--- src/rtl/mips_macros.svh ---
// MIPS core constants

`ifndef MIPS_MACROS_SVH
`define MIPS_MACROS_SVH

// first fetch address after reset
`define MIPS_RESET_PC 32'h0000_0000

// architectural register count
`define MIPS_NUM_REGS 32

// word reads only, all byte lanes
`define MIPS_WB_SEL 4'hf

`endif

--- src/rtl/mips_isa_pkg.sv ---
// MIPS instruction set types

package mips_isa_pkg;

	// data and address word
	typedef logic [31:0] word_t;
	typedef logic [4:0]  reg_addr_t;
	typedef logic [5:0]  opcode_t;
	typedef logic [5:0]  funct_t;
	typedef logic [4:0]  shamt_t;
	// raw I-type immediate
	typedef logic [15:0] imm_t;

	// major opcodes
	localparam opcode_t OP_RTYPE = 6'h00;
	localparam opcode_t OP_ADDI  = 6'h08;
	localparam opcode_t OP_SLTI  = 6'h0a;

	// R-type function codes
	localparam funct_t FN_SLL = 6'h00;
	localparam funct_t FN_ADD = 6'h20;
	localparam funct_t FN_SUB = 6'h22;
	localparam funct_t FN_AND = 6'h24;
	localparam funct_t FN_OR  = 6'h25;
	localparam funct_t FN_SLT = 6'h2a;

endpackage

--- src/rtl/mips_pipe_pkg.sv ---
// MIPS pipeline control types

package mips_pipe_pkg;

	// operations carried from decode to the ALU
	typedef enum logic [2:0] {
		ALU_ADD,
		ALU_SUB,
		ALU_AND,
		ALU_OR,
		ALU_SLT,
		ALU_SLL,
		ALU_NONE
	} alu_op_t;

	// instruction fetch FSM
	typedef enum logic [1:0] {
		FETCH_IDLE,
		FETCH_BUS_WAIT,
		FETCH_HOLD
	} fetch_state_t;

endpackage

--- src/rtl/instr_fetch.sv ---
// Instruction fetch unit
`timescale 1ns/100ps
`include "mips_macros.svh"

module instr_fetch (
	input  logic                 i_clk,
	input  logic                 i_arst_n,
	output logic                 o_wb_cyc,
	output logic                 o_wb_stb,
	output logic                 o_wb_we,
	output mips_isa_pkg::word_t  o_wb_adr,
	output logic [3:0]           o_wb_sel,
	input  logic                 i_wb_ack,
	input  mips_isa_pkg::word_t  i_wb_dat,
	output logic                 o_instr_valid,
	output mips_isa_pkg::word_t  o_instr,
	output mips_isa_pkg::word_t  o_next_pc,
	input  logic                 i_ready
);
	import mips_isa_pkg::*;
	import mips_pipe_pkg::*;

	fetch_state_t state;
	word_t        pc;

	// bus request lives for the whole wait state
	assign o_wb_cyc = (state == FETCH_BUS_WAIT);
	assign o_wb_stb = (state == FETCH_BUS_WAIT);
	assign o_wb_we  = 1'b0;
	assign o_wb_adr = pc;
	assign o_wb_sel = `MIPS_WB_SEL;

	always_ff @(posedge i_clk or negedge i_arst_n)
	begin
		if (!i_arst_n)
		begin
			state         <= FETCH_IDLE;
			pc            <= `MIPS_RESET_PC;
			o_instr_valid <= 1'b0;
			o_instr       <= '0;
			o_next_pc     <= '0;
		end
		else
		begin
			case (state)
				FETCH_IDLE:
					state <= FETCH_BUS_WAIT;
				FETCH_BUS_WAIT:
				begin
					// capture the word and step the PC
					if (i_wb_ack)
					begin
						o_instr       <= i_wb_dat;
						o_next_pc     <= pc + 32'd4;
						pc            <= pc + 32'd4;
						o_instr_valid <= 1'b1;
						state         <= FETCH_HOLD;
					end
				end
				FETCH_HOLD:
				begin
					// next request only once decode has the word
					if (i_ready)
					begin
						o_instr_valid <= 1'b0;
						state         <= FETCH_BUS_WAIT;
					end
				end
				default:
					state <= FETCH_IDLE;
			endcase
		end
	end

endmodule

--- src/rtl/control.sv ---
// Main control decoder
`timescale 1ns/100ps

module control (
	input  mips_isa_pkg::opcode_t    i_opcode,
	input  mips_isa_pkg::funct_t     i_funct,
	output logic                     o_regdst,
	output logic                     o_alusrc,
	output logic                     o_regwrite,
	output mips_pipe_pkg::alu_op_t   o_aluop,
	output logic                     o_uses_rt
);
	import mips_isa_pkg::*;
	import mips_pipe_pkg::*;

	always_comb
	begin
		// unknown encodings fall through as no-ops
		o_regdst   = 1'b0;
		o_alusrc   = 1'b0;
		o_regwrite = 1'b0;
		o_aluop    = ALU_NONE;
		o_uses_rt  = 1'b0;
		case (i_opcode)
			OP_RTYPE:
			begin
				o_regdst   = 1'b1;
				o_regwrite = 1'b1;
				o_uses_rt  = 1'b1;
				case (i_funct)
					FN_ADD: o_aluop = ALU_ADD;
					FN_SUB: o_aluop = ALU_SUB;
					FN_AND: o_aluop = ALU_AND;
					FN_OR:  o_aluop = ALU_OR;
					FN_SLT: o_aluop = ALU_SLT;
					FN_SLL: o_aluop = ALU_SLL;
					default:
					begin
						o_regwrite = 1'b0;
						o_uses_rt  = 1'b0;
					end
				endcase
			end
			OP_ADDI:
			begin
				o_alusrc   = 1'b1;
				o_regwrite = 1'b1;
				o_aluop    = ALU_ADD;
			end
			OP_SLTI:
			begin
				o_alusrc   = 1'b1;
				o_regwrite = 1'b1;
				o_aluop    = ALU_SLT;
			end
			default:
				o_regwrite = 1'b0;
		endcase
	end

endmodule

--- src/rtl/register_bank.sv ---
// Integer register file
`timescale 1ns/100ps
`include "mips_macros.svh"

module register_bank (
	input  logic                    i_clk,
	input  logic                    i_arst_n,
	input  mips_isa_pkg::reg_addr_t i_addr_rs,
	input  mips_isa_pkg::reg_addr_t i_addr_rt,
	output mips_isa_pkg::word_t     o_data_rs,
	output mips_isa_pkg::word_t     o_data_rt,
	input  logic                    i_wr_en,
	input  mips_isa_pkg::reg_addr_t i_addr_rd,
	input  mips_isa_pkg::word_t     i_data_rd
);
	import mips_isa_pkg::*;

	word_t regs [`MIPS_NUM_REGS];

	always_ff @(posedge i_clk or negedge i_arst_n)
	begin
		if (!i_arst_n)
		begin
			for (int i = 0; i < `MIPS_NUM_REGS; i++)
				regs[i] <= '0;
		end
		else if (i_wr_en && (i_addr_rd != '0))
		begin
			regs[i_addr_rd] <= i_data_rd;
		end
	end

	// r0 is hardwired, then same-cycle write bypass
	always_comb
	begin
		if (i_addr_rs == '0)
			o_data_rs = '0;
		else if (i_wr_en && (i_addr_rs == i_addr_rd))
			o_data_rs = i_data_rd;
		else
			o_data_rs = regs[i_addr_rs];

		if (i_addr_rt == '0)
			o_data_rt = '0;
		else if (i_wr_en && (i_addr_rt == i_addr_rd))
			o_data_rt = i_data_rd;
		else
			o_data_rt = regs[i_addr_rt];
	end

endmodule

--- src/rtl/decode.sv ---
// Decode stage
`timescale 1ns/100ps

module decode (
	input  logic                    i_clk,
	input  logic                    i_arst_n,
	input  logic                    i_instr_valid,
	input  mips_isa_pkg::word_t     i_instr,
	input  mips_isa_pkg::word_t     i_next_pc,
	output logic                    o_ready,
	input  logic                    i_wr_en,
	input  mips_isa_pkg::reg_addr_t i_wr_addr,
	input  mips_isa_pkg::word_t     i_wr_data,
	output logic                    o_valid,
	output logic                    o_regdst,
	output logic                    o_alusrc,
	output logic                    o_regwrite,
	output mips_pipe_pkg::alu_op_t  o_aluop,
	output mips_isa_pkg::word_t     o_next_pc,
	output mips_isa_pkg::word_t     o_data_rs,
	output mips_isa_pkg::word_t     o_data_rt,
	output mips_isa_pkg::word_t     o_data_sign_ext,
	output mips_isa_pkg::reg_addr_t o_addr_rt,
	output mips_isa_pkg::reg_addr_t o_addr_rd,
	output mips_isa_pkg::shamt_t    o_shamt
);
	import mips_isa_pkg::*;
	import mips_pipe_pkg::*;

	reg_addr_t addr_rs;
	reg_addr_t addr_rt;
	imm_t      imm;
	word_t     sign_ext;
	word_t     data_rs;
	word_t     data_rt;
	logic      regdst;
	logic      alusrc;
	logic      regwrite;
	logic      uses_rt;
	alu_op_t   aluop;
	reg_addr_t held_dest;
	logic      hazard;
	logic      transfer;

	// ========================================================================
	// field split
	// ========================================================================
	assign addr_rs  = i_instr[25:21];
	assign addr_rt  = i_instr[20:16];
	assign imm      = i_instr[15:0];
	assign sign_ext = {{16{imm[15]}}, imm};

	// ========================================================================
	// hazard stall
	// ========================================================================
	// only the decode register can conflict, execute is bypassed in the bank
	assign held_dest = o_regdst ? o_addr_rd : o_addr_rt;
	assign hazard    = o_valid && o_regwrite && (held_dest != '0) &&
		((addr_rs == held_dest) || (uses_rt && (addr_rt == held_dest)));
	assign o_ready   = !hazard;
	assign transfer  = i_instr_valid && !hazard;

	control u_control (
		.i_opcode   (i_instr[31:26]),
		.i_funct    (i_instr[5:0]),
		.o_regdst   (regdst),
		.o_alusrc   (alusrc),
		.o_regwrite (regwrite),
		.o_aluop    (aluop),
		.o_uses_rt  (uses_rt)
	);

	register_bank u_register_bank (
		.i_clk     (i_clk),
		.i_arst_n  (i_arst_n),
		.i_addr_rs (addr_rs),
		.i_addr_rt (addr_rt),
		.o_data_rs (data_rs),
		.o_data_rt (data_rt),
		.i_wr_en   (i_wr_en),
		.i_addr_rd (i_wr_addr),
		.i_data_rd (i_wr_data)
	);

	// ========================================================================
	// decode pipeline register
	// ========================================================================
	always_ff @(posedge i_clk or negedge i_arst_n)
	begin
		if (!i_arst_n)
		begin
			o_valid         <= 1'b0;
			o_regdst        <= 1'b0;
			o_alusrc        <= 1'b0;
			o_regwrite      <= 1'b0;
			o_aluop         <= ALU_NONE;
			o_next_pc       <= '0;
			o_data_rs       <= '0;
			o_data_rt       <= '0;
			o_data_sign_ext <= '0;
			o_addr_rt       <= '0;
			o_addr_rd       <= '0;
			o_shamt         <= '0;
		end
		else
		begin
			// a stall leaves a bubble behind
			o_valid <= transfer;
			if (transfer)
			begin
				o_regdst        <= regdst;
				o_alusrc        <= alusrc;
				o_regwrite      <= regwrite;
				o_aluop         <= aluop;
				o_next_pc       <= i_next_pc;
				o_data_rs       <= data_rs;
				o_data_rt       <= data_rt;
				o_data_sign_ext <= sign_ext;
				o_addr_rt       <= addr_rt;
				o_addr_rd       <= i_instr[15:11];
				o_shamt         <= i_instr[10:6];
			end
		end
	end

endmodule

--- src/rtl/execute.sv ---
// Execute stage
`timescale 1ns/100ps

module execute (
	input  logic                    i_clk,
	input  logic                    i_arst_n,
	input  logic                    i_valid,
	input  logic                    i_regdst,
	input  logic                    i_alusrc,
	input  logic                    i_regwrite,
	input  mips_pipe_pkg::alu_op_t  i_aluop,
	input  mips_isa_pkg::word_t     i_next_pc,
	input  mips_isa_pkg::word_t     i_data_rs,
	input  mips_isa_pkg::word_t     i_data_rt,
	input  mips_isa_pkg::word_t     i_data_sign_ext,
	input  mips_isa_pkg::reg_addr_t i_addr_rt,
	input  mips_isa_pkg::reg_addr_t i_addr_rd,
	input  mips_isa_pkg::shamt_t    i_shamt,
	output logic                    o_wb_valid,
	output mips_isa_pkg::reg_addr_t o_wb_rd,
	output mips_isa_pkg::word_t     o_wb_data,
	output mips_isa_pkg::word_t     o_wb_pc
);
	import mips_isa_pkg::*;
	import mips_pipe_pkg::*;

	word_t     operand_b;
	word_t     result;
	reg_addr_t dest;

	assign operand_b = i_alusrc ? i_data_sign_ext : i_data_rt;
	assign dest      = i_regdst ? i_addr_rd : i_addr_rt;

	// ALU
	always_comb
	begin
		case (i_aluop)
			ALU_ADD: result = i_data_rs + operand_b;
			ALU_SUB: result = i_data_rs - operand_b;
			ALU_AND: result = i_data_rs & operand_b;
			ALU_OR:  result = i_data_rs | operand_b;
			ALU_SLT: result = {31'd0, $signed(i_data_rs) < $signed(operand_b)};
			ALU_SLL: result = i_data_rt << i_shamt;
			default: result = '0;
		endcase
	end

	// writeback register, r0 targets never report
	always_ff @(posedge i_clk or negedge i_arst_n)
	begin
		if (!i_arst_n)
		begin
			o_wb_valid <= 1'b0;
			o_wb_rd    <= '0;
			o_wb_data  <= '0;
			o_wb_pc    <= '0;
		end
		else
		begin
			o_wb_valid <= i_valid && i_regwrite && (dest != '0);
			if (i_valid)
			begin
				o_wb_rd   <= dest;
				o_wb_data <= result;
				o_wb_pc   <= i_next_pc;
			end
		end
	end

endmodule

--- src/rtl/mips_core.sv ---
// MIPS pipeline top level
`timescale 1ns/100ps

module mips_core (
	input  logic                    i_clk,
	input  logic                    i_arst_n,
	output logic                    o_wb_cyc,
	output logic                    o_wb_stb,
	output logic                    o_wb_we,
	output mips_isa_pkg::word_t     o_wb_adr,
	output logic [3:0]              o_wb_sel,
	input  logic                    i_wb_ack,
	input  mips_isa_pkg::word_t     i_wb_dat,
	output logic                    o_wb_valid,
	output mips_isa_pkg::reg_addr_t o_wb_rd,
	output mips_isa_pkg::word_t     o_wb_data,
	output mips_isa_pkg::word_t     o_wb_pc
);
	import mips_isa_pkg::*;
	import mips_pipe_pkg::*;

	// fetch to decode
	logic      instr_valid;
	word_t     instr;
	word_t     fetch_next_pc;
	logic      dec_ready;
	// decode to execute
	logic      dec_valid;
	logic      dec_regdst;
	logic      dec_alusrc;
	logic      dec_regwrite;
	alu_op_t   dec_aluop;
	word_t     dec_next_pc;
	word_t     dec_data_rs;
	word_t     dec_data_rt;
	word_t     dec_sign_ext;
	reg_addr_t dec_addr_rt;
	reg_addr_t dec_addr_rd;
	shamt_t    dec_shamt;

	instr_fetch u_fetch (
		.i_clk         (i_clk),
		.i_arst_n      (i_arst_n),
		.o_wb_cyc      (o_wb_cyc),
		.o_wb_stb      (o_wb_stb),
		.o_wb_we       (o_wb_we),
		.o_wb_adr      (o_wb_adr),
		.o_wb_sel      (o_wb_sel),
		.i_wb_ack      (i_wb_ack),
		.i_wb_dat      (i_wb_dat),
		.o_instr_valid (instr_valid),
		.o_instr       (instr),
		.o_next_pc     (fetch_next_pc),
		.i_ready       (dec_ready)
	);

	// writeback loops straight back into the register bank
	decode u_decode (
		.i_clk           (i_clk),
		.i_arst_n        (i_arst_n),
		.i_instr_valid   (instr_valid),
		.i_instr         (instr),
		.i_next_pc       (fetch_next_pc),
		.o_ready         (dec_ready),
		.i_wr_en         (o_wb_valid),
		.i_wr_addr       (o_wb_rd),
		.i_wr_data       (o_wb_data),
		.o_valid         (dec_valid),
		.o_regdst        (dec_regdst),
		.o_alusrc        (dec_alusrc),
		.o_regwrite      (dec_regwrite),
		.o_aluop         (dec_aluop),
		.o_next_pc       (dec_next_pc),
		.o_data_rs       (dec_data_rs),
		.o_data_rt       (dec_data_rt),
		.o_data_sign_ext (dec_sign_ext),
		.o_addr_rt       (dec_addr_rt),
		.o_addr_rd       (dec_addr_rd),
		.o_shamt         (dec_shamt)
	);

	execute u_execute (
		.i_clk           (i_clk),
		.i_arst_n        (i_arst_n),
		.i_valid         (dec_valid),
		.i_regdst        (dec_regdst),
		.i_alusrc        (dec_alusrc),
		.i_regwrite      (dec_regwrite),
		.i_aluop         (dec_aluop),
		.i_next_pc       (dec_next_pc),
		.i_data_rs       (dec_data_rs),
		.i_data_rt       (dec_data_rt),
		.i_data_sign_ext (dec_sign_ext),
		.i_addr_rt       (dec_addr_rt),
		.i_addr_rd       (dec_addr_rd),
		.i_shamt         (dec_shamt),
		.o_wb_valid      (o_wb_valid),
		.o_wb_rd         (o_wb_rd),
		.o_wb_data       (o_wb_data),
		.o_wb_pc         (o_wb_pc)
	);

endmodule

--- config.mk ---
export PLATFORM = sky130hd
export DESIGN_NAME = mips_core
export DESIGN_NICKNAME = d
export VERILOG_FILES = /design/src/rtl/mips_isa_pkg.sv /design/src/rtl/mips_pipe_pkg.sv /design/src/rtl/instr_fetch.sv /design/src/rtl/control.sv /design/src/rtl/register_bank.sv /design/src/rtl/decode.sv /design/src/rtl/execute.sv /design/src/rtl/mips_core.sv
export VERILOG_INCLUDE_DIRS = /design/src /design/src/rtl
export SDC_FILE = /design/constraint.sdc
export NUM_CORES = 2
export LEC_CHECK = 0
export BUFFER_PORTS_ARGS = -buffer_cell sky130_fd_sc_hd__buf_2
export CAP_MARGIN = 5
export CORE_ASPECT_RATIO = 2
export CORE_MARGIN = 2
export CORE_UTILIZATION = 45
export DETAILED_ROUTE_END_ITERATION = 6
export HOLD_SLACK_MARGIN = 0.12
export PLACE_DENSITY = 0.63
export SLEW_MARGIN = 25
export SYNTH_ARGS = -nofsm -noshare
export SYNTH_HDL_FRONTEND = slang
export SYNTH_HIERARCHICAL = 1
export SYNTH_SLANG_ARGS = --single-unit
--- constraint.sdc ---
create_clock -name i_clk -period 5.3 [get_ports i_clk]
set_input_delay 1.325 -clock i_clk [delete_from_list [all_inputs] [get_ports i_clk]]
set_output_delay 1.325 -clock i_clk [all_outputs]
set_load 0.02 [all_outputs]
# --- Yosys cells after proc, flatten, opt, wreduce, memory -nomap -nowiden ---
# Cells that the tools add are included.
totals:
  ff_bits: 1295
  input_bits: 35
  out_inout_bits: 109
  wordCells: 140
op_classes:
  n_addsub: 3
  order_cmp: 5
  eq_ne: 20
  n_shift: 1
  mux: 29
  bitwise_logic: 5
  n_reduce_logical: 25
op_table:
  columns: ["operator", "count"]
  rows:
  - ["$bwmux W1024", 1]
  - ["$bmux W32 S5", 2]
  - ["$mux W32", 10]
  - ["$pmux W32 S6", 1]
  - ["$demux W32 S5", 1]
  - ["$add A32 B3 Y32 const B", 1]
  - ["$add A32 B32 Y32", 1]
  - ["$and A32 B32 Y32", 1]
  - ["$lt A32 B32 Y1", 1]
  - ["$or A32 B32 Y32", 1]
  - ["$shl A32 B5 Y32", 1]
  - ["$sub A32 B32 Y32", 1]
  - ["$eq A6 B6 Y1 const B", 5]
  - ["$eq A5 B5 Y1", 4]
  - ["$ge A6 B6 Y1 const B", 3]
  - ["$not A5 Y6", 3]
  - ["$pmux W3 S6", 1]
  - ["$eq A6 B4 Y1 const B", 2]
  - ["$logic_not A6 Y1", 2]
  - ["$logic_not A5 Y1", 2]
  - ["$reduce_bool A5 Y1", 2]
  - ["$logic_and A1 B1 Y1", 9]
  - ["$pmux W3 S3", 1]
  - ["$eq A3 B2 Y1 const B", 2]
  - ["21 further kinds", 30]

# --- Logic depth before layout (Yosys ltp) ---
logic_depth:
  ltp_word: 9
  depth_mapped: 16
  mapped_depth_nobuf: 14

# --- Cells and area by module ---
# Netlist, hierarchy kept.
by_module_without_submodules:
  columns: ["mod", "n_inst", "cells_per_inst", "area_each_um2"]
  rows:
  - ["register_bank", 1, 3866, 55169.2]
  - ["execute", 1, 1176, 9390.3]
  - ["decode", 1, 315, 5362.6]
  - ["instr_fetch", 1, 249, 3074.2]
  - ["control", 1, 26, 166.4]

# --- Worst setup path after synthesis ---
# No wires, ideal clock.
synth_timing:
  path_type: "register to register"
  start: "reg u_decode.o_alusrc"
  end: "reg u_execute.o_wb_data[31]"
  setup_ps: 126
  arrival_time_ps: 3735
  required_time_ps: 5174
  slack_ps: 1439
  stages_incl_launch_ff: 14
  n_path_buf: 2
  synth_period_minus_slack_ps: 3861
  cell_sequence: "dfrtp_1 > clkbuf_1 > buf_1 > mux2i_1 > ha_1 > inv_1 > nor4_1 > o31a_1 > o21ai_1 > a2111oi_2 > nor3_1 > o41ai_1 > mux2_2 > o32a_1"
synth_between:
  elab_chain_cells: 3
  elab_cells_between_ends: 6
  cone_classes: "2 x add/sub; 2 x mux; 2 x bitwise"
synth_lines:
  columns: ["item", "line_no", "text"]
  rows:
  - ["start: declaration", "decode.sv:16", "output logic o_alusrc,"]
  - ["start signal: assignment", "decode.sv:112", "o_alusrc <= alusrc;"]
  - ["$mux W32 *", "execute.sv:31", "assign operand_b = i_alusrc ? i_data_sign_ext : i_data_rt;"]
  - ["$sub A32 B32 Y32, or another cell as far along", "execute.sv:39", "ALU_SUB: result = i_data_rs - operand_b;"]
  - ["$pmux W32 S6 *", "execute.sv:37", "case (i_aluop)"]
  - ["end signal: assignment", "execute.sv:64", "o_wb_data <= result;"]
  - ["end: declaration", "execute.sv:21", "output mips_isa_pkg::word_t o_wb_data,"]
# Every way passes the cells marked *; elsewhere a longest branch is shown, timed or not.
# A chain may end at the register's enable or synchronous reset.

# --- Worst setup path after layout ---
# Same ends and word-level chain as after synthesis.

==> metrics.sh <==
CRIT_PATH_TOP_DELAY_CELL='dfrtp_2'
SYNTHMOSTINSTANTIATEDCELL='dfrtp_1'
DRCVIOLATIONCOUNT=4
PORTBUFFERS=136
CRITICAL_PATH.N_BUFFERS_INVERTERS=1
SEQCELLAREA_SQ_UM=32200
WORSTPATHMAXFANOUT=21
POWER_SWITCHING_SHARE_PCT=43.1
SYNTHDOMINANTCELLAREASHARE_PCT=43.8
WORSTMARGINPINSLEW_NS=1.13
GRT_PASS1_VIAS=53500
INITIAL_UTILIZATION_PCT=45.2
MAX_FREQ_GHz=0.210
MEAN_AREA_PER_SYNTHESIZED_CELL_SQ_UM=13.0
ANTENNA_FOUND_INITIAL=18
POWER_FRAC_SEQ_PCT=32.4
CRITPATHCAPTURETYPE='flop'
IRDROPWORSTVDD_uV=338
DETAIL_ROUTE.WIRELENGTH_MM=268
HP_START='u_decode/u_register_bank/regs[1017]'
SYNTH-SEQ-CELLS=1283
FIN_WORST_SKEW_NS=0.0367
CTS_SETUP_BUFFERS=0
WORST_SETUP_HOLD_PATH_CLK_SLEW_NS=0.07
SETUP_VIOLATIONS=0
POWER_FRAC_COMB_PCT=43.9
GRT_MAX_DEGREE=129
STDCELL_COUNT=7715
FINAL_LAYOUT_SIZE_SUFFIX_GT1_SHARE_PCT=40.2
SUM_OF_INTERNAL_SWITCHING_AND_LEAKAGE_POWER_mW=38.3
GLOBAL_ROUTE_TOTAL_USAGE_ACROSS_EVERY_LAYER_PCT=32.2
FINALHOLDVIOLCOUNT=0
SYNTHESIS.INSTANCES=5632
GP_CONGESTION=1.01
RSZ0062_AT_GRT='no'
MULTI_INPUT_AREA_SQ_UM=38000
FIN_NETS=5649
LIST_OF_CELLS_TRAVERSED_BY_THE_CRITICAL_PATH='mux2i_1 -> ha_1 -> inv_1 -> nor4_1 -> o31a_1 -> o21ai_1 -> a2111oi_2 -> nor3_2 -> o41ai_1 -> mux2_2 -> o32a_1'
FULL_DIE_AREA_SQ_UM=166000
CTS_RESIZED=0
SYNTH_SEQ_AREA_SHARE_PCT=43.9
REG2REG_FROM='u_decode/o_alusrc'
SLEW_HEADROOM_PCT=24.4
OUTCOME='complete, but fails checks'
FIRST_PASS_ITERATION_COUNT_OF_THE_DETAILED_ROUTER=7
YOSYSUNIQUECELLTYPES=103
P_SWITCHING_mW=16.5
CRIT_PATH_MAX_INCR_DELAY_NS=0.82
CTS_SINKS=1283
H_TREE_LEVELS=3
SYNTHESIS_TO_FINISH_AREA_GROWTH_PCT=9.25
ROUTE.DETAILED.VIAS_PER_INST=6.71
SYNTH_ENABLE_FLOP_CELLS=0
WORST_SETUP_PATH_STARTPOINT='u_decode/o_alusrc'
RRSETUPSLACK_NS=0.55
CLOCK_TREE.ROOT_CELL='clkbuf_16'
ASYNC_RESET_FF_SHARE_PCT=100
FILLERS=14000
PLACEMENTROWS=209
MAX_CAP_VIOLATIONS=0
CP.REQUIRED_NS=5.92
WL_PER_CELL_MICRONS=34.7
INTERNAL_POWER_OF_THE_CELLS_mW=21.8
TIMING.FINAL.CRIT_PERIOD_NS=4.75
DIEWIDTH_MICRONS=289
POST-PLACE-CELLS=7499
ARRIVAL_NS=5.37
SYNTH_AREA_SQ_UM=73200
TNS_NS=0
SLEW_VIOL_FINAL=0
POWER-PER-CELL-AREA_nW_PER_UM2=479
GRT_FIRST_PASS_WIRELENGTH_MM=385
HOLDBUFCOUNTCTS=0
WORSTSKEWPAIRLATENCY_NS=0.76
PERIOD_SHARE_PCT=89.7
CLOCKPOWERSHARE_PCT=23.7
DETAIL-ROUTE-ANTENNA-NETS=0
SYNTH.TOP_CELLS.BY_AREA='dfrtp_1 44%, mux2_2 18%, mux4_2 12%'
NUM_IO_PINS=144
WORST_HOLD_PATH_TYPE='reg -> reg'
NUMBER_OF_CTS_INSERTED_BUFFERS=112
SYNTH_TOP_CELL_BY_AREA='dfrtp_1'
YS_TOP_CELLS_BY_COUNT='1281 x dfrtp_1, 1150 x mux2_2, 378 x mux4_2'
SYNTH-MAIN-FF-CELL='dfrtp_1'
DP.FINAL_HPWL_MM=176
SETUP.WORST_PATH.CLASS='reg -> reg'
TRITONCTS='yes'
PLACEABLECOREAREA_SQ_UM=162000
CRIT_PATH_START_KIND='flop'
GR-TOTAL-OVERFLOW=0
VIOLATIONS='DRC'
YS.WARNINGS.COUNT=6
FLOORPLAN.DIE.HEIGHT_MICRONS=574
DR_TOTAL_VIAS=51700
CTS-ROOT-TO-SINK-BUFFERS=3
DR.FIRST_ITER.DRC_COUNT=4504
CRITICAL_PATH.TOP_DELAY_FAMILY='compound AO/OA/AOI/OAI gates'
LEAKAGEPOWER_nW=37.1
-- metal layers --
layer	vias up	wire, microns	global-route usage, %	share of wire (%)
met4	16	25700	25.9	9.6
met3	1082	19400	6.39	7.3
met5	-	108	0	0.040
li1	20800	-	-	-
met1	27200	89500	35.2	33
met2	2659	133000	54.0	50
-- state kept, by name, indices dropped and copies added, names as in the netlist, 30 cells and up --
signal	flops
u_decode/o_next_pc	32
u_decode/o_data_rs	32
u_fetch/o_instr	32
u_execute/o_wb_data	32
u_decode/u_register_bank/regs	1024
u_fetch/o_wb_adr	30
u_decode/o_data_rt	32
u_execute/o_wb_pc	32
-- cell type report --
class	count	share of cell area, %
clock inverter	51	0.953
multi-input combinational	3647	47.5
tap	2110	3.30
clock buffer	158	4.06
inverter	121	0.574
timing repair buffer	339	3.37
antenna	6	0.0188
sequential	1283	40.2
-- worst paths after layout --
| kind | to | cells after the start |
|---|---|---|
| max in group asynchronous | u_decode/u_register_bank/regs[770] | 3 |
| min | u_decode/u_register_bank/regs[1017] | 0 |
| max reg2reg | u_execute/o_wb_data[31] | 11 |
| min reg2reg | u_decode/u_register_bank/regs[1017] | 0 |
| min in group asynchronous | u_decode/u_register_bank/regs[461] | 1 |
| max | u_execute/o_wb_data[31] | 11 |
-- power by group through the flow --
stage	logic [mW]	registers [mW]	clock network [mW]
after global routing	17.4	12.5	9.59
after global placement	16.3	12.5	0
after detailed placement	16.4	12.5	0
after CTS	16.4	12.3	9.21
final	16.8	12.4	9.07
after floorplan	11.2	11.4	0
-- metrics by stage --
step / worst slack (ns) / util [%] / hold slack, ns / instance area, sq um
2_1_floorplan: 1.44 / - / 0.438 / 73200
3_3_place_gp: 0.755 / 46.8 / 0.375 / 75800
3_5_place_dp: 0.759 / 46.9 / 0.381 / 75900
4_1_cts: 0.747 / 49.3 / 0.398 / 79900
5_1_grt: 0.363 / 49.4 / 0.407 / 79900
6_report: 0.547 / 49.4 / 0.398 / 79900
-- worst register-to-register path: stages (launching register included) --
cell and delay (ns):
dfrtp_2 0.82, mux2i_1 0.26, ha_1 0.45, inv_1 0.12, nor4_1 0.45, o31a_1 0.32, o21ai_1 0.34, a2111oi_2 0.54
nor3_2 0.17, o41ai_1 0.45, mux2_2 0.39, o32a_1 0.33
-- kinds of logic (layout without fill, tap and decap cells) --
| kind of cell | Yosys count | in the layout | share of synthesized area (%) |
|---|---|---|---|
| other | 2 | 15 | 0.0103 |
| XOR/XNOR | 74 | 74 | 0.886 |
| adder cells (fa/ha/maj) | 110 | 110 | 1.90 |
| AO/OA/AOI/OAI | 777 | 777 | 7.23 |
| AND/OR/NAND/NOR | 675 | 675 | 4.48 |
| multiplexers | 2002 | 2002 | 36.9 |
| flip-flops | 1283 | 1283 | 43.9 |
| buffers and inverters | 709 | 669 | 4.69 |
-- cell usage in the layout, fill, tap and decap left out, types with 43 or more instances in the layout --
cell type,instances
a211oi_1,61
a21oi_1,163
buf_2,135
buf_4,166
clkbuf_16,112
dfrtp_1,1262
ha_1,108
inv_1,113
mux2_2,1150
mux2_4,79
mux2i_1,369
mux4_2,378
nand2_1,204
nor2_1,151
nor3_1,66
o21ai_0,163
o221ai_1,43
o22ai_1,67
xnor2_1,55
(Power assumes the default switching activity.)
